`src/hw/cart_pkg.sv`:
```
// Cartridge loader package with download widths, types, index codes and header constants
package cart_pkg;

	// ============================================================
	// Download stream
	// ============================================================
	localparam int IOCTL_ADDR_W = 25;
	localparam int IOCTL_DATA_W = 16;

	typedef logic [IOCTL_ADDR_W-1:0] ioctl_addr_t;
	typedef logic [IOCTL_DATA_W-1:0] ioctl_data_t;
	typedef logic [7:0]              ioctl_index_t;
	typedef logic [23:0]             mem_mask_t;

	// Low six index bits of a ROM image, full index of a cheat file
	localparam logic [5:0]   CART_INDEX = 6'd0;
	localparam ioctl_index_t CODE_INDEX = '1;

	// ============================================================
	// Image header
	// ============================================================
	localparam int HEADER_SKIP = 512;

	// Size byte pair for each forced mapping, RAM size word sits 2 bytes higher
	localparam ioctl_addr_t LOROM_HDR_ADDR   = ioctl_addr_t'('h7FD6 + HEADER_SKIP);
	localparam ioctl_addr_t HIROM_HDR_ADDR   = ioctl_addr_t'('hFFD6 + HEADER_SKIP);
	localparam ioctl_addr_t EXHIROM_HDR_ADDR = ioctl_addr_t'('h40FFD6 + HEADER_SKIP);

	localparam logic [3:0] DEFAULT_ROM_SIZE = 4'd12;
	localparam int         MASK_UNIT        = 1024;

	typedef enum logic [2:0] {
		AUTO      = 3'd0,
		NO_HEADER = 3'd1,
		LOROM     = 3'd2,
		HIROM     = 3'd3,
		EXHIROM   = 3'd4
	} header_mode_e;

	// ============================================================
	// Work RAM fill and backup RAM
	// ============================================================
	localparam int FILL_ADDR_W = 17;
	typedef logic [FILL_ADDR_W-1:0] fill_addr_t;

	typedef enum logic [1:0] {
		CHECKER_9966 = 2'd0,
		STRIPE_00FF  = 2'd1,
		FILL_55      = 2'd2,
		FILL_FF      = 2'd3
	} wram_init_e;

	localparam logic [7:0] PAT_00 = 8'h00;
	localparam logic [7:0] PAT_55 = 8'h55;
	localparam logic [7:0] PAT_66 = 8'h66;
	localparam logic [7:0] PAT_99 = 8'h99;
	localparam logic [7:0] PAT_FF = 8'hFF;

	// {flags, address, compare, replace}, 32 bits each
	typedef logic [127:0] cheat_code_t;

	typedef logic [31:0] sd_lba_t;
	localparam int SECTOR_SHIFT = 9;

endpackage
```
`src/hw/cart_loader.sv`:
```
// Cartridge loading control, download decode, load edges and core reset
`timescale 1ns/10ps

module cart_loader (
	input  logic                   clk_sys,
	input  logic                   RESET,
	input  logic                   ioctl_download,
	input  cart_pkg::ioctl_index_t ioctl_index,
	input  cart_pkg::ioctl_addr_t  ioctl_addr,
	input  cart_pkg::ioctl_data_t  ioctl_dout,
	input  logic                   ioctl_wr,
	input  cart_pkg::header_mode_e header_mode,
	input  logic [1:0]             region_sel,
	input  cart_pkg::wram_init_e   wram_init,
	input  logic                   img_mounted,
	input  logic                   img_readonly,
	input  logic [63:0]            img_size,
	input  logic                   bk_load_req,
	input  logic                   bk_save_req,
	input  logic                   autosave,
	input  logic                   osd_open,
	input  logic                   bsram_write,
	input  logic                   sd_ack,
	output logic [7:0]             rom_type,
	output cart_pkg::mem_mask_t    rom_mask,
	output cart_pkg::mem_mask_t    ram_mask,
	output logic                   pal,
	output cart_pkg::cheat_code_t  code,
	output logic                   code_valid,
	output cart_pkg::fill_addr_t   fill_addr,
	output logic [7:0]             fill_data,
	output logic                   fill_wr,
	output cart_pkg::sd_lba_t      sd_lba,
	output logic                   sd_rd,
	output logic                   sd_wr,
	output logic                   bk_pending,
	output logic                   bk_busy,
	output logic                   core_reset
);
	import cart_pkg::*;

	logic cart_download;
	logic code_download;
	logic cart_download_d;
	logic load_start;
	logic load_end;
	logic clearing;
	logic bk_loading;

	// ============================================================
	// Download decode and load edges
	// ============================================================
	assign cart_download = ioctl_download && ioctl_index[5:0] == CART_INDEX;
	assign code_download = ioctl_download && ioctl_index == CODE_INDEX;

	always_ff @(posedge clk_sys) begin
		if (RESET) begin
			cart_download_d <= 1'b0;
		end else begin
			cart_download_d <= cart_download;
		end
	end

	assign load_start = cart_download & ~cart_download_d;
	assign load_end   = ~cart_download & cart_download_d;

	// Core stays in reset until every loader stage is idle
	assign core_reset = RESET | cart_download | bk_loading | clearing;

	rom_header_detect rom_header_detect_inst (
		.clk_sys      (clk_sys),
		.RESET        (RESET),
		.cart_download(cart_download),
		.ioctl_addr   (ioctl_addr),
		.ioctl_dout   (ioctl_dout),
		.ioctl_wr     (ioctl_wr),
		.header_mode  (header_mode),
		.region_sel   (region_sel),
		.rom_type     (rom_type),
		.rom_mask     (rom_mask),
		.ram_mask     (ram_mask),
		.pal          (pal)
	);

	cheat_code_assembler cheat_code_assembler_inst (
		.clk_sys      (clk_sys),
		.RESET        (RESET),
		.code_download(code_download),
		.ioctl_addr   (ioctl_addr),
		.ioctl_dout   (ioctl_dout),
		.ioctl_wr     (ioctl_wr),
		.code         (code),
		.code_valid   (code_valid)
	);

	wram_clear_fill wram_clear_fill_inst (
		.clk_sys   (clk_sys),
		.RESET     (RESET),
		.load_start(load_start),
		.wram_init (wram_init),
		.fill_addr (fill_addr),
		.fill_data (fill_data),
		.fill_wr   (fill_wr),
		.clearing  (clearing)
	);

	backup_ram_sequencer backup_ram_sequencer_inst (
		.clk_sys      (clk_sys),
		.RESET        (RESET),
		.load_start   (load_start),
		.load_end     (load_end),
		.cart_download(cart_download),
		.img_mounted  (img_mounted),
		.img_readonly (img_readonly),
		.img_size     (img_size),
		.ram_mask     (ram_mask),
		.bk_load_req  (bk_load_req),
		.bk_save_req  (bk_save_req),
		.autosave     (autosave),
		.osd_open     (osd_open),
		.bsram_write  (bsram_write),
		.sd_ack       (sd_ack),
		.sd_lba       (sd_lba),
		.sd_rd        (sd_rd),
		.sd_wr        (sd_wr),
		.bk_busy      (bk_busy),
		.bk_loading   (bk_loading),
		.bk_pending   (bk_pending),
		.bk_ena       ()
	);

endmodule

```
`src/hw/backup_ram_sequencer.sv`:
```
// Backup RAM save and load sequencer, dirty tracking and block requests
`timescale 1ns/10ps

module backup_ram_sequencer (
	input  logic                clk_sys,
	input  logic                RESET,
	input  logic                load_start,
	input  logic                load_end,
	input  logic                cart_download,
	input  logic                img_mounted,
	input  logic                img_readonly,
	input  logic [63:0]         img_size,
	input  cart_pkg::mem_mask_t ram_mask,
	input  logic                bk_load_req,
	input  logic                bk_save_req,
	input  logic                autosave,
	input  logic                osd_open,
	input  logic                bsram_write,
	input  logic                sd_ack,
	output cart_pkg::sd_lba_t   sd_lba,
	output logic                sd_rd,
	output logic                sd_wr,
	output logic                bk_busy,
	output logic                bk_loading,
	output logic                bk_pending,
	output logic                bk_ena
);
	import cart_pkg::*;

	logic    load_q;
	logic    save_q;
	logic    old_load;
	logic    old_save;
	logic    old_ack;
	logic    ack_rise;
	logic    ack_fall;
	sd_lba_t last_lba;

	// ============================================================
	// Enable and dirty tracking
	// ============================================================
	always_ff @(posedge clk_sys) begin
		if (RESET || load_start) begin
			bk_ena <= 1'b0;
		end else if (cart_download && img_mounted && !img_readonly) begin
			bk_ena <= |ram_mask;
		end
	end

	always_ff @(posedge clk_sys) begin
		if (RESET) begin
			bk_pending <= 1'b0;
		end else if (bk_ena && !osd_open && bsram_write) begin
			bk_pending <= 1'b1;
		end else if (bk_busy || !bk_ena) begin
			bk_pending <= 1'b0;
		end
	end

	// ============================================================
	// Block sequencer
	// ============================================================
	assign load_q   = bk_load_req & bk_ena;
	assign save_q   = (bk_save_req | (bk_pending & osd_open & autosave)) & bk_ena;
	assign ack_rise = sd_ack & ~old_ack;
	assign ack_fall = old_ack & ~sd_ack;
	assign last_lba = sd_lba_t'(ram_mask >> SECTOR_SHIFT);

	always_ff @(posedge clk_sys) begin
		if (RESET) begin
			old_load   <= 1'b0;
			old_save   <= 1'b0;
			old_ack    <= 1'b0;
			sd_lba     <= '0;
			sd_rd      <= 1'b0;
			sd_wr      <= 1'b0;
			bk_busy    <= 1'b0;
			bk_loading <= 1'b0;
		end else begin
			old_load <= load_q;
			old_save <= save_q;
			old_ack  <= sd_ack;

			// Host took the request
			if (ack_rise) begin
				sd_rd <= 1'b0;
				sd_wr <= 1'b0;
			end

			if (!bk_busy) begin
				if ((load_q && !old_load) || (save_q && !old_save)) begin
					bk_busy    <= 1'b1;
					bk_loading <= load_q;
					sd_lba     <= '0;
					sd_rd      <= load_q;
					sd_wr      <= ~load_q;
				end
				// Reload the save file once the image is in
				if (load_end && img_size != 64'd0 && bk_ena) begin
					bk_busy    <= 1'b1;
					bk_loading <= 1'b1;
					sd_lba     <= '0;
					sd_rd      <= 1'b1;
					sd_wr      <= 1'b0;
				end
			end else if (ack_fall) begin
				if (sd_lba >= last_lba) begin
					bk_busy    <= 1'b0;
					bk_loading <= 1'b0;
				end else begin
					sd_lba <= sd_lba + sd_lba_t'(1);
					sd_rd  <= bk_loading;
					sd_wr  <= ~bk_loading;
				end
			end
		end
	end

endmodule

```
`src/hw/wram_clear_fill.sv`:
```
// Work RAM clear sweep with a selectable power-on fill pattern
`timescale 1ns/10ps

module wram_clear_fill (
	input  logic                 clk_sys,
	input  logic                 RESET,
	input  logic                 load_start,
	input  cart_pkg::wram_init_e wram_init,
	output cart_pkg::fill_addr_t fill_addr,
	output logic [7:0]           fill_data,
	output logic                 fill_wr,
	output logic                 clearing
);
	import cart_pkg::*;

	logic sweep_done;

	assign sweep_done = clearing & (&fill_addr);

	always_ff @(posedge clk_sys) begin
		if (RESET) begin
			clearing <= 1'b0;
		end else if (sweep_done) begin
			clearing <= 1'b0;
		end else if (load_start) begin
			clearing <= 1'b1;
		end
	end

	// Counter idles at zero so the next sweep starts from the bottom
	always_ff @(posedge clk_sys) begin
		if (RESET || !clearing) begin
			fill_addr <= '0;
		end else begin
			fill_addr <= fill_addr + fill_addr_t'(1);
		end
	end

	assign fill_wr = clearing;

	// ============================================================
	// Fill pattern
	// ============================================================
	always_comb begin
		case (wram_init)
			CHECKER_9966: fill_data = (fill_addr[8] ^ fill_addr[2]) ? PAT_66 : PAT_99;
			STRIPE_00FF:  fill_data = (fill_addr[9] ^ fill_addr[0]) ? PAT_FF : PAT_00;
			FILL_55:      fill_data = PAT_55;
			default:      fill_data = PAT_FF;
		endcase
	end

endmodule

```
`src/hw/cheat_code_assembler.sv`:
```
// Cheat record assembler, packs eight download words into one code and strobes it
`timescale 1ns/10ps

module cheat_code_assembler (
	input  logic                  clk_sys,
	input  logic                  RESET,
	input  logic                  code_download,
	input  cart_pkg::ioctl_addr_t ioctl_addr,
	input  cart_pkg::ioctl_data_t ioctl_dout,
	input  logic                  ioctl_wr,
	output cart_pkg::cheat_code_t code,
	output logic                  code_valid
);

	logic       code_wr;
	logic [3:0] word_ofs;

	assign code_wr  = code_download & ioctl_wr;
	assign word_ofs = ioctl_addr[3:0];

	// Low half of each field arrives first
	always_ff @(posedge clk_sys) begin
		if (code_wr) begin
			case (word_ofs)
				4'd0:  code[111:96]  <= ioctl_dout;
				4'd2:  code[127:112] <= ioctl_dout;
				4'd4:  code[79:64]   <= ioctl_dout;
				4'd6:  code[95:80]   <= ioctl_dout;
				4'd8:  code[47:32]   <= ioctl_dout;
				4'd10: code[63:48]   <= ioctl_dout;
				4'd12: code[15:0]    <= ioctl_dout;
				4'd14: code[31:16]   <= ioctl_dout;
				default: ;
			endcase
		end
	end

	// Last word of the record completes it
	always_ff @(posedge clk_sys) begin
		if (RESET) begin
			code_valid <= 1'b0;
		end else begin
			code_valid <= code_wr && word_ofs == 4'd14;
		end
	end

endmodule

```
`src/hw/rom_header_detect.sv`:
```
// ROM header detection for mapping type, ROM and RAM size masks and video region
`timescale 1ns/10ps

module rom_header_detect (
	input  logic                   clk_sys,
	input  logic                   RESET,
	input  logic                   cart_download,
	input  cart_pkg::ioctl_addr_t  ioctl_addr,
	input  cart_pkg::ioctl_data_t  ioctl_dout,
	input  logic                   ioctl_wr,
	input  cart_pkg::header_mode_e header_mode,
	input  logic [1:0]             region_sel,
	output logic [7:0]             rom_type,
	output cart_pkg::mem_mask_t    rom_mask,
	output cart_pkg::mem_mask_t    ram_mask,
	output logic                   pal
);
	import cart_pkg::*;

	logic [3:0]  rom_size;
	logic [3:0]  ram_size;
	logic        rom_region;
	logic        hdr_forced;
	ioctl_addr_t hdr_addr;
	logic        hdr_wr;

	// Size byte location when the mapping is forced by the user
	always_comb begin
		hdr_forced = 1'b1;
		case (header_mode)
			LOROM:   hdr_addr = LOROM_HDR_ADDR;
			HIROM:   hdr_addr = HIROM_HDR_ADDR;
			EXHIROM: hdr_addr = EXHIROM_HDR_ADDR;
			default: begin
				hdr_forced = 1'b0;
				hdr_addr   = '0;
			end
		endcase
	end

	assign hdr_wr = cart_download & ioctl_wr;

	always_ff @(posedge clk_sys) begin
		if (RESET) begin
			rom_size   <= DEFAULT_ROM_SIZE;
			ram_size   <= 4'd0;
			rom_type   <= 8'd0;
			rom_region <= 1'b0;
		end else if (hdr_wr) begin
			// First word carries the loader's own size and type bytes
			if (ioctl_addr == '0) begin
				rom_size <= DEFAULT_ROM_SIZE;
				ram_size <= 4'd0;
				if (header_mode == AUTO && ioctl_dout[7:0] != 8'd0) begin
					{ram_size, rom_size} <= ioctl_dout[7:0];
				end
				case (header_mode)
					HIROM:   rom_type <= 8'd1;
					EXHIROM: rom_type <= 8'd2;
					AUTO:    rom_type <= ioctl_dout[15:8];
					default: rom_type <= 8'd0;
				endcase
			end

			if (ioctl_addr == ioctl_addr_t'(2)) begin
				rom_region <= ioctl_dout[8];
			end

			// Forced modes read the sizes out of the cartridge header
			if (hdr_forced && ioctl_addr == hdr_addr) begin
				rom_size <= ioctl_dout[11:8];
			end
			if (hdr_forced && ioctl_addr == hdr_addr + ioctl_addr_t'(2)) begin
				ram_size <= ioctl_dout[3:0];
			end
		end
	end

	// Masks track the size registers directly
	assign rom_mask = (mem_mask_t'(MASK_UNIT) << rom_size) - mem_mask_t'(1);
	assign ram_mask = (ram_size == 4'd0) ? '0
		: (mem_mask_t'(MASK_UNIT) << ram_size) - mem_mask_t'(1);

	// Region select 0 means follow the image
	always_ff @(posedge clk_sys) begin
		if (RESET) begin
			pal <= 1'b0;
		end else if (!cart_download) begin
			pal <= (region_sel == 2'd0) ? rom_region : region_sel[1];
		end
	end

endmodule

```
`config.mk`:
```
export PLATFORM = sky130hd
export DESIGN_NAME = cart_loader
export DESIGN_NICKNAME = d
export VERILOG_FILES = /design/src/hw/cart_pkg.sv /design/src/hw/cart_loader.sv /design/src/hw/backup_ram_sequencer.sv /design/src/hw/wram_clear_fill.sv /design/src/hw/cheat_code_assembler.sv /design/src/hw/rom_header_detect.sv
export SDC_FILE = /design/constraint.sdc
export NUM_CORES = 1
export LEC_CHECK = 0
export ABC_AREA = 1
export BUFFER_PORTS_ARGS = -buffer_cell sky130_fd_sc_hd__buf_2
export CAP_MARGIN = 5
export CORE_ASPECT_RATIO = 0.7
export CORE_MARGIN = 5
export CORE_UTILIZATION = 50
export CTS_CLUSTER_DIAMETER = 100
export DETAILED_ROUTE_END_ITERATION = 12
export PLACE_DENSITY = 0.9
export SLEW_MARGIN = 20
export SYNTH_ARGS = -nofsm -noshare
export SYNTH_HDL_FRONTEND = slang
export SYNTH_SLANG_ARGS = --single-unit
```
`constraint.sdc`:
```
create_clock -name clk_sys -period 9 [get_ports clk_sys]
set_clock_uncertainty 0.2 [all_clocks]
set_input_delay 0.45 -clock clk_sys [delete_from_list [all_inputs] [get_ports clk_sys]]
set_output_delay 0.45 -clock clk_sys [all_outputs]
set_load 0.02 [all_outputs]
```
==> results.rst, run 1 <==
.. list-table::
   :header-rows: 1

   * - Metric
     - Value
   * - Startpoint class of the critical path
     - register
   * - Most used flip-flop cell after synthesis
     - edfxtp_1
   * - Number of global-route vias before repair
     - 8132
   * - Source-to-sink clock delay at the later pin of the worst-skew pair
     - 0.49 ns
   * - Number of hold buffers added after CTS
     - 0
   * - Required time at the worst-slack endpoint
     - 9.13 ns
   * - Cell at the root of the clock tree
     - clkbuf_16
   * - Final GP Congestion
     - 0.913
   * - Met2 wire length
     - 13700 µm
   * - First-pass iteration count of the detailed router
     - 6
   * - Adder-cell share of the synthesized area
     - 0.0264
   * - Final-report max-slew violation count
     - 0
   * - Number of synthesized register bits
     - 207
   * - Biggest cell delay along the critical path
     - 0.45 ns
   * - Number of instances in the synthesized netlist
     - 1019
   * - Proportion of netlist area held by the largest area contributor
     - 0.406
   * - Total setup violations reported at the end of the flow
     - 0
   * - Ys Warns
     - 0
   * - Result of the run
     - finished clean
   * - Count of clock tree sinks
     - 207
   * - Clock buffer count from CTS
     - 21
   * - Footprint of the flip-flops and latches
     - 0.00543 mm²
   * - Placed wire-length estimate after detailed placement
     - 21900 µm
   * - Fraction of the yosys area taken by sequential cells
     - 0.573
   * - Most numerous cell types in the synthesized netlist
     - nand2_1 (191), nor2_1 (178), edfxtp_1 (128), inv_1 (116), dfxtp_1 (79)
   * - Maximum number of pins on one net before global-route repair
     - 40
   * - Type of destination of the critical path
     - register
   * - Pwr/cell area
     - 158 mW/mm²
   * - Leading post-synthesis cells by cell area
     - edfxtp_1 (41%), dfxtp_1 (17%), nand2_1 (7.6%)
   * - Max Buffers Root-to-Sink
     - 3
   * - Die Span X
     - 175 µm
   * - Share of cell area taken by muxes after synthesis
     - 0
   * - Die Y-Extent
     - 125 µm
   * - CTS HTree Levels
     - 1
   * - Critical-path cell with the highest stage delay
     - nand3_2
   * - Share of synthesized registers carrying an async set or reset
     - 0
   * - Sequence of cells on the critical path
     - nor2_1 -> inv_1 -> nor2_1 -> inv_1 -> ha_1 -> nand4_1 -> inv_1 -> o21ai_1 -> nor2_1 -> nor2_1 -> inv_2 -> ha_1 -> a21oi_1 -> nand2_1 -> nand2_1 -> inv_1 -> nor2_1 -> nand3_1 -> nand2_1 -> nand3_2 -> inv_2 -> nor3_1
   * - Peak supply drop
     - 0.000118 V
   * - Routed met1 length
     - 11600 µm
   * - Minimum setup slack among reg-to-reg paths
     - 4.85 ns
   * - Buffers & Inverters on Critical Path
     - 6
   * - Min Tclk post-route
     - 4.15 ns
   * - Vias after detailed routing
     - 8452
   * - Summed negative setup slack over all endpoints
     - 0 ns
   * - Average wire per standard cell
     - 17.4 µm
   * - Core Footprint
     - 0.0188 mm²
   * - I/O Buffers
     - 370
   * - TritonCTS clock tree
     - built
   * - Post_cts resized
     - 0
   * - Starting utilization of the core area
     - 0.505
   * - Met3 WL post-DR
     - 2560 µm
   * - Boundary Pins
     - 381
   * - Mean instance size in the synthesized netlist
     - 9.30 µm²
   * - Arrival time at the worst endpoint
     - 4.28 ns
   * - Crit-path most repeated cell
     - nor2_1
   * - Number of design-rule violations left by the first detailed-router iteration
     - 694
   * - Cell with the most instances after synthesis
     - nand2_1
   * - Drt total wl
     - 28600 µm
   * - Worst Path Max Fanout
     - 25
   * - Area added between synthesis and finish
     - 27.7%
   * - Total design power
     - 1.92 mW
   * - Wire length of the first global-routing pass
     - 43800 µm
   * - Combinational family with the most area after synthesis
     - simple AND/OR/NAND/NOR gates
   * - Critical path start-end classification
     - reg -> reg
   * - Number of antenna violations at the first check in global routing
     - 1
   * - Part of the cycle the worst path needs
     - 0.461
   * - LEAKAGE
     - 5.40 nW
   * - Highest routed metal layer
     - met4
   * - Total congestion overflow
     - 0
   * - Crit-path leading delay family
     - simple AND/OR/NAND/NOR gates
   * - Number of antenna diodes
     - 0
   * - Number of filler instances in the final layout
     - 1495
   * - Number of enable flip-flop cells after synthesis
     - 128
   * - Die ar.
     - 0.0218 mm²
   * - CTS clock-pin slew for the worst setup and hold paths
     - 0.06 ns
   * - Xor/xnor cell area share of the yosys netlist
     - 0.0193
   * - Post-synthesis simple-gate area fraction
     - 0.247
   * - FMAX
     - 241 MHz
   * - Overall fraction of global-route tracks in use
     - 0.250
   * - Post-CTS setup buffer count
     - 0
   * - Post-layout nets
     - 1538
   * - Layout cell share with drive strength beyond 1
     - 0.348
   * - Worst Hold Class
     - in -> reg
   * - Cell type contributing the most total cell area after synthesis
     - edfxtp_1
   * - Worst slew pin tran
     - 1.09 ns
   * - Remaining antenna violation count after routing
     - 0
   * - Floorplan row count
     - 42
   * - Normalized max-slew margin
     - 0.274
   * - Final hold vios
     - 0
   * - Share of the synthesized area in compound gates (AO/OA/AOI/OAI)
     - 0.0551
   * - Setup repair after global routing missed its margin
     - false
   * - Combined area of the multi-input logic cells
     - 0.00335 mm²
   * - Number of library cell types mapped by synthesis
     - 51
   * - Post-synth design cell area
     - 0.00947 mm²
   * - Drt drc
     - 0
   * - Maxcap violations
     - 0
   * - Routed via count divided by cell count
     - 5.15
## where the power goes
part	internal (mW)	leakage (nW)	total, mW	switching (mW)
clock network	0.457	0.297	0.816	0.359
logic	0.0328	3.32	0.0929	0.0601
registers	1.01	1.79	1.01	0.000539
## metrics by stage
stage          hold slack [ns]  std cells  setup WS, ns   util  cell area (µm²)
3_3_place_gp             0.231       1605          5.16  0.611            11500
4_1_cts                 0.0199       1641          4.85  0.644            12100
2_1_floorplan            0.231       1028          5.37      -             9510
6_report                0.0353       1641          4.85  0.645            12100
5_1_grt                 0.0347       1641          4.25  0.645            12100
3_5_place_dp             0.241       1605          4.90  0.611            11500
## layout by cell type (no fill, tap or decap), drive strengths merged
master | synthesis | layout
conb | 1 | 10
nor2 | 194 | 194
ha | 20 | 20
or2 | 2 | 2
clkbuf | 10 | 22
a211oi | 1 | 1
bufinv | 0 | 1
nand2 | 202 | 202
a21oi | 43 | 43
nor3 | 23 | 23
nor3b | 2 | 2
o22ai | 2 | 2
o211ai | 2 | 2
xor2 | 16 | 16
a21o | 1 | 1
o21ai | 33 | 33
a21boi | 1 | 1
a31oi | 1 | 1
buf | 30 | 375
dfxtp | 79 | 79
clkinvlp | 0 | 4
clkinv | 1 | 8
nand4 | 19 | 19
inv | 130 | 132
nand3b | 2 | 2
o31ai | 2 | 2
edfxtp | 128 | 128
nand3 | 60 | 60
and3 | 2 | 2
nor4 | 5 | 5
xnor2 | 4 | 4
o211a | 1 | 1
and2 | 1 | 1
a31o | 1 | 1
## worst reg2reg max path, cell delays in order, from the launching register on
cell and delay [ns]:
dfxtp_1 0.36, nor2_1 0.29, inv_1 0.07, nor2_1 0.40
inv_1 0.14, ha_1 0.24, nand4_1 0.11, inv_1 0.07
o21ai_1 0.10, nor2_1 0.06, nor2_1 0.17, inv_2 0.05
ha_1 0.30, a21oi_1 0.14, nand2_1 0.07, nand2_1 0.08
inv_1 0.04, nor2_1 0.09, nand3_1 0.09, nand2_1 0.08
nand3_2 0.45, inv_2 0.34, nor3_1 0.08
## logic make-up after synthesis
family | after synthesis
xor gates and xnor gates | 20
buffers and inverters | 171
and+or+nand+nor | 512
adders and majority gates | 20
AOI/OAI and AO/OA | 88
DFF | 207
other | 1
## registers in the layout, indices dropped and copies added (netlist names), 4 cells and up
signal and flops:
backup_ram_sequencer_inst.sd_lba 32, cheat_code_assembler_inst.code 128, rom_header_detect_inst.ram_size 4, rom_header_detect_inst.rom_size 4, rom_header_detect_inst.rom_type 8, wram_clear_fill_inst.fill_addr 17
## layout make-up
cell class / count / area share
clock buffer: 22 / 0.0438
timing repair buffer: 375 / 0.156
tap: 242 / 0.0250
multi-input combinational: 650 / 0.277
inverter: 131 / 0.0407
clock inverter: 14 / 0.00869
sequential: 207 / 0.449
## path summary, 6_finish.rpt
| path | start | endpoint | cells after the start |
|---|---|---|---|
| hold / removal | bk_load_req | backup_ram_sequencer_inst.old_load$_SDFF_PP0_ | 3 |
| setup / recovery | rom_header_detect_inst.ram_size[1]$_SDFFE_PP0P_ | backup_ram_sequencer_inst.sd_lba[21]$_SDFFE_PP0P_ | 22 |
| setup reg to reg | rom_header_detect_inst.ram_size[1]$_SDFFE_PP0P_ | backup_ram_sequencer_inst.sd_lba[21]$_SDFFE_PP0P_ | 22 |
| hold reg to reg | backup_ram_sequencer_inst.sd_lba[22]$_SDFFE_PP0P_ | backup_ram_sequencer_inst.sd_lba[22]$_SDFFE_PP0P_ | 2 |
## metal layers
layer  up-vias  track usage
met2       442        0.419
met4         0       0.0660
met3        53       0.0555
met1      3927        0.331
li1       4030            -
met5         -            0
No activity file was read; power rests on OpenSTA's default activity.
==> run 2: changes to the inputs <==
--- a/config.mk
+++ b/config.mk
@@ -5,15 +5,15 @@
 export SDC_FILE = /design/constraint.sdc
 export NUM_CORES = 1
 export LEC_CHECK = 0
-export ABC_AREA = 1
+export ABC_AREA = 0
 export BUFFER_PORTS_ARGS = -buffer_cell sky130_fd_sc_hd__buf_2
 export CAP_MARGIN = 5
 export CORE_ASPECT_RATIO = 0.7
 export CORE_MARGIN = 5
-export CORE_UTILIZATION = 50
+export CORE_UTILIZATION = 43
 export CTS_CLUSTER_DIAMETER = 100
 export DETAILED_ROUTE_END_ITERATION = 12
-export PLACE_DENSITY = 0.9
+export PLACE_DENSITY = 0.85
 export SLEW_MARGIN = 20
 export SYNTH_ARGS = -nofsm -noshare
 export SYNTH_HDL_FRONTEND = slang
==> constraint.sdc (replaced) <==
create_clock -name clk_sys -period 3.4 [get_ports clk_sys]
set_clock_uncertainty 0.2 [all_clocks]
set_input_delay 0.17 -clock clk_sys [delete_from_list [all_inputs] [get_ports clk_sys]]
set_output_delay 0.17 -clock clk_sys [all_outputs]
set_load 0.02 [all_outputs]
==> run 2 against run 1 <==
The run now ends with negative setup slack left. Register-to-register slack got worse by 4.9 ns. Combinational power rose to 2.6 times the previous value. Sequential share of layout area shrank 0.47 points. Critical path depth is 8 lower. Clock-buffer cell count grew 7. Core utilization fell by 2.7 points. Via count shrank 10%. Non-clock buffer count increased by 75. Setup slack worse by 4.9 ns. Critical path type unchanged. Largest cell class unchanged. Highest routed layer unchanged.
==> results.rst, run 2 <==
.. list-table::
   :header-rows: 1

   * - Metric
     - Value
   * - Minimum setup slack among reg-to-reg paths
     - -0.03 ns
   * - Placed wire-length estimate after detailed placement
     - 20200 µm
   * - Most numerous cell types in the synthesized netlist
     - edfxtp_1 (128), dfxtp_1 (79), nand2_1 (51), nor2_1 (50), inv_1 (35)
   * - Source-to-sink clock delay at the later pin of the worst-skew pair
     - 0.49 ns
   * - Most used cells in the layout excluding fill and tap cells
     - buf_2 (370), edfxtp_1 (128), dfxtp_1 (77)
   * - Number of design-rule violations left by the first detailed-router iteration
     - 574
   * - Ys Warns
     - 0
   * - Required time at the worst-slack endpoint
     - 3.63 ns
   * - Post-layout nets
     - 1318
   * - Clock buffer count from CTS
     - 21
   * - Cell with the most instances after synthesis
     - edfxtp_1
   * - Number of global-route vias before repair
     - 7152
   * - Remaining antenna violation count after routing
     - 0
   * - Cell type contributing the most total cell area after synthesis
     - edfxtp_1
   * - Min Tclk post-route
     - 3.43 ns
   * - CP startpoint
     - rom_header_detect_inst.ram_size[0]$_SDFFE_PP0P_
   * - Drt total wl
     - 27700 µm
   * - Proportion of netlist area held by the largest area contributor
     - 0.443
   * - Worst Path Max Fanout
     - 17
   * - Crit-path most repeated cell
     - a21oi_2
   * - Biggest cell delay along the critical path
     - 0.42 ns
   * - Startpoint class of the critical path
     - register
   * - Routed via count divided by cell count
     - 5.23
   * - Number of library cell types mapped by synthesis
     - 68
   * - FMAX
     - 291 MHz
   * - Die Span X
     - 180 µm
   * - Critical register-to-register path endpoint
     - backup_ram_sequencer_inst.sd_lba[6]$_SDFFE_PP0P_
   * - Worst-case hold slack
     - 0.0846 ns
   * - Reg2Reg Depth
     - 14
   * - Max Buffers Root-to-Sink
     - 3
   * - Die ar.
     - 0.0232 mm²
   * - Pwr/cell area
     - 420 mW/mm²
   * - Arrival time at the worst endpoint
     - 3.67 ns
   * - Vias after detailed routing
     - 7595
   * - Most used flip-flop cell after synthesis
     - edfxtp_1
   * - Type of destination of the critical path
     - register
   * - Count of clock tree sinks
     - 207
   * - TritonCTS clock tree
     - built
   * - Boundary Pins
     - 381
   * - First-pass iteration count of the detailed router
     - 5
   * - Failing checks
     - negative setup slack
   * - Critical-path cell with the highest stage delay
     - or4_1
   * - Worst slew pin tran
     - 0.736 ns
   * - Normalized max-slew margin
     - 0.507
   * - Final hold vios
     - 0
   * - I/O Buffers
     - 370
   * - Share of synthesized registers carrying an async set or reset
     - 0
   * - Total design power
     - 5.13 mW
   * - Wire length of the first global-routing pass
     - 41000 µm
   * - Number of synthesized register bits
     - 207
   * - Maximum number of pins on one net before global-route repair
     - 34
   * - Final GP Congestion
     - 0.888
   * - Number of instances in the synthesized netlist
     - 737
   * - Die Y-Extent
     - 129 µm
   * - Number of enable flip-flop cells after synthesis
     - 128
   * - Worst reg2reg path startpoint
     - rom_header_detect_inst.ram_size[0]$_SDFFE_PP0P_
   * - Buffers & Inverters on Critical Path
     - 2
   * - Crit-path leading delay family
     - simple AND/OR/NAND/NOR gates
   * - Mean instance size in the synthesized netlist
     - 11.8 µm²
   * - Average wire per standard cell
     - 19.1 µm
   * - Registers with the most flip-flops
     - cheat_code_assembler_inst.code: 128 flops, backup_ram_sequencer_inst.sd_lba: 32 flops, wram_clear_fill_inst.fill_addr: 17 flops
   * - Number of cells on the critical path
     - 14
   * - Area added between synthesis and finish
     - 41.0%
   * - Core Footprint
     - 0.0198 mm²
   * - CTS clock-pin slew for the worst setup and hold paths
     - 0.06 ns
   * - Cell at the root of the clock tree
     - clkbuf_16
   * - Number of antenna violations at the first check in global routing
     - 0
   * - Result of the run
     - finished with violations
   * - Overall fraction of global-route tracks in use
     - 0.221
   * - Sequence of cells on the critical path
     - or2_4 -> nor2_4 -> inv_2 -> ha_4 -> nor4_4 -> a21oi_2 -> ha_1 -> and4_1 -> and2_4 -> a211oi_2 -> a31oi_4 -> buf_12 -> or4_1 -> a21oi_2
   * - Largest Register
     - cheat_code_assembler_inst.code
   * - Largest register FFs
     - 128
   * - CTS HTree Levels
     - 1
   * - Post-synth design cell area
     - 0.00867 mm²
   * - Number of antenna diodes
     - 0
   * - Leading post-synthesis cells by cell area
     - edfxtp_1 (44%), dfxtp_1 (18%), ha_1 (2.9%)
   * - Setup ws final
     - -0.0341 ns
   * - Peak supply drop
     - 0.000390 V
   * - Layout cell share with drive strength beyond 1
     - 0.439
   * - Final-report max-slew violation count
     - 0
   * - Fraction of the yosys area taken by sequential cells
     - 0.626
   * - Total congestion overflow
     - 0
   * - Starting utilization of the core area
     - 0.438
   * - Part of the cycle the worst path needs
     - 1.01
   * - Drt drc
     - 0
   * - Floorplan row count
     - 43
   * - Total setup violations reported at the end of the flow
     - 10
   * - Worst Hold Class
     - in -> reg
   * - Maxcap violations
     - 0
   * - Critical path start-end classification
     - reg -> reg
   * - Setup repair after global routing missed its margin
     - true
   * - LEAKAGE
     - 5.15 nW
   * - Worst Setup EP
     - backup_ram_sequencer_inst.sd_lba[6]$_SDFFE_PP0P_
   * - Leading cell type in the layout, fill and taps excluded
     - buf_2
run 2: what timing repair did:
action / in CTS / in global routing
resized for setup: 16 / 13
endpoints found under the setup margin: 13 / 18
endpoints found under the hold margin: 151 / 0
gates cloned: 0 / 0
pin swaps: 11 / 4
buffers inserted: 5 / 7
hold buffers: 38 / 0
run 2: logic make-up after synthesis:
kind of cell	after synthesis	share of synthesized area
and+or+nand+nor	278	0.176
adders and majority gates	20	0.0289
muxes	2	0.00231
other	1	0.000432
buffers and inverters	89	0.0531
DFF	207	0.626
AOI/OAI and AO/OA	124	0.0975
xor gates and xnor gates	16	0.0162
run 2: per-layer routing:
layer	routed length, µm	global-route usage	vias up
li1	-	-	3543
met1	11600	0.303	3621
met2	13100	0.359	395
met3	2560	0.0593	36
met4	464	0.0421	0
met5	0	0	-
run 2: how the worst min path moves through the flow:
stage,start,end,slack [ns],depth (start not counted)
finish,ioctl_index[2],rom_header_detect_inst.pal$_SDFFE_PP0N_,0.08,4
global route,ioctl_addr[7],rom_header_detect_inst.rom_type[0]$_SDFFE_PP0P_,0.08,6
global placement,bk_load_req,backup_ram_sequencer_inst.old_load$_SDFF_PP0_,0.21,3
CTS,ioctl_index[2],rom_header_detect_inst.pal$_SDFFE_PP0N_,0.02,4
detailed placement,bk_load_req,backup_ram_sequencer_inst.old_load$_SDFF_PP0_,0.23,3
floorplan,ioctl_dout[0],cheat_code_assembler_inst.code[0]$_DFFE_PP_,0.07,0
run 2: worst reg2reg max path: cells and delay by family, from the launching register on:
family | cells | cell delay [ns]
compound gates | 4 | 0.71
fa+ha+maj | 2 | 0.51
buf+inv | 2 | 0.25
flops | 1 | 0.32
simple gates | 6 | 1.38
run 2: power breakdown:
group | leakage (nW) | total (mW) | switching [mW] | internal (mW)
Clock | 0.324 | 2.23 | 0.923 | 1.30
Combinational | 3.04 | 0.244 | 0.136 | 0.108
Sequential | 1.79 | 2.66 | 0.000962 | 2.66
Total | 5.15 | 5.13 | 1.06 | 4.07
run 2: area by class of cell:
| class | count | area (µm²) |
|---|---|---|
| Fill cell | 1562 | 7570 |
| Inverter | 36 | 138 |
| Tap cell | 270 | 338 |
| Clock inverter | 9 | 73.8 |
| Sequential cell | 207 | 5430 |
| Multi-Input combinational cell | 450 | 3090 |
| Clock buffer | 29 | 596 |
| Timing Repair Buffer | 450 | 2570 |
run 2: stage by stage:
stage / std cells / util / instance area [µm²] / TNS [ns] / setup WS, ns
after global routing: 1451 / 0.618 / 12200 / -1.93 / -0.164
after floorplan: 746 / - / 8870 / -0.126 / -0.0821
after global placement: 1363 / 0.554 / 11000 / 0 / 0.0204
after detailed placement: 1363 / 0.554 / 11000 / -1.00 / -0.105
after CTS: 1444 / 0.613 / 12100 / -0.000743 / -0.000743
final: 1451 / 0.618 / 12200 / -0.230 / -0.0341
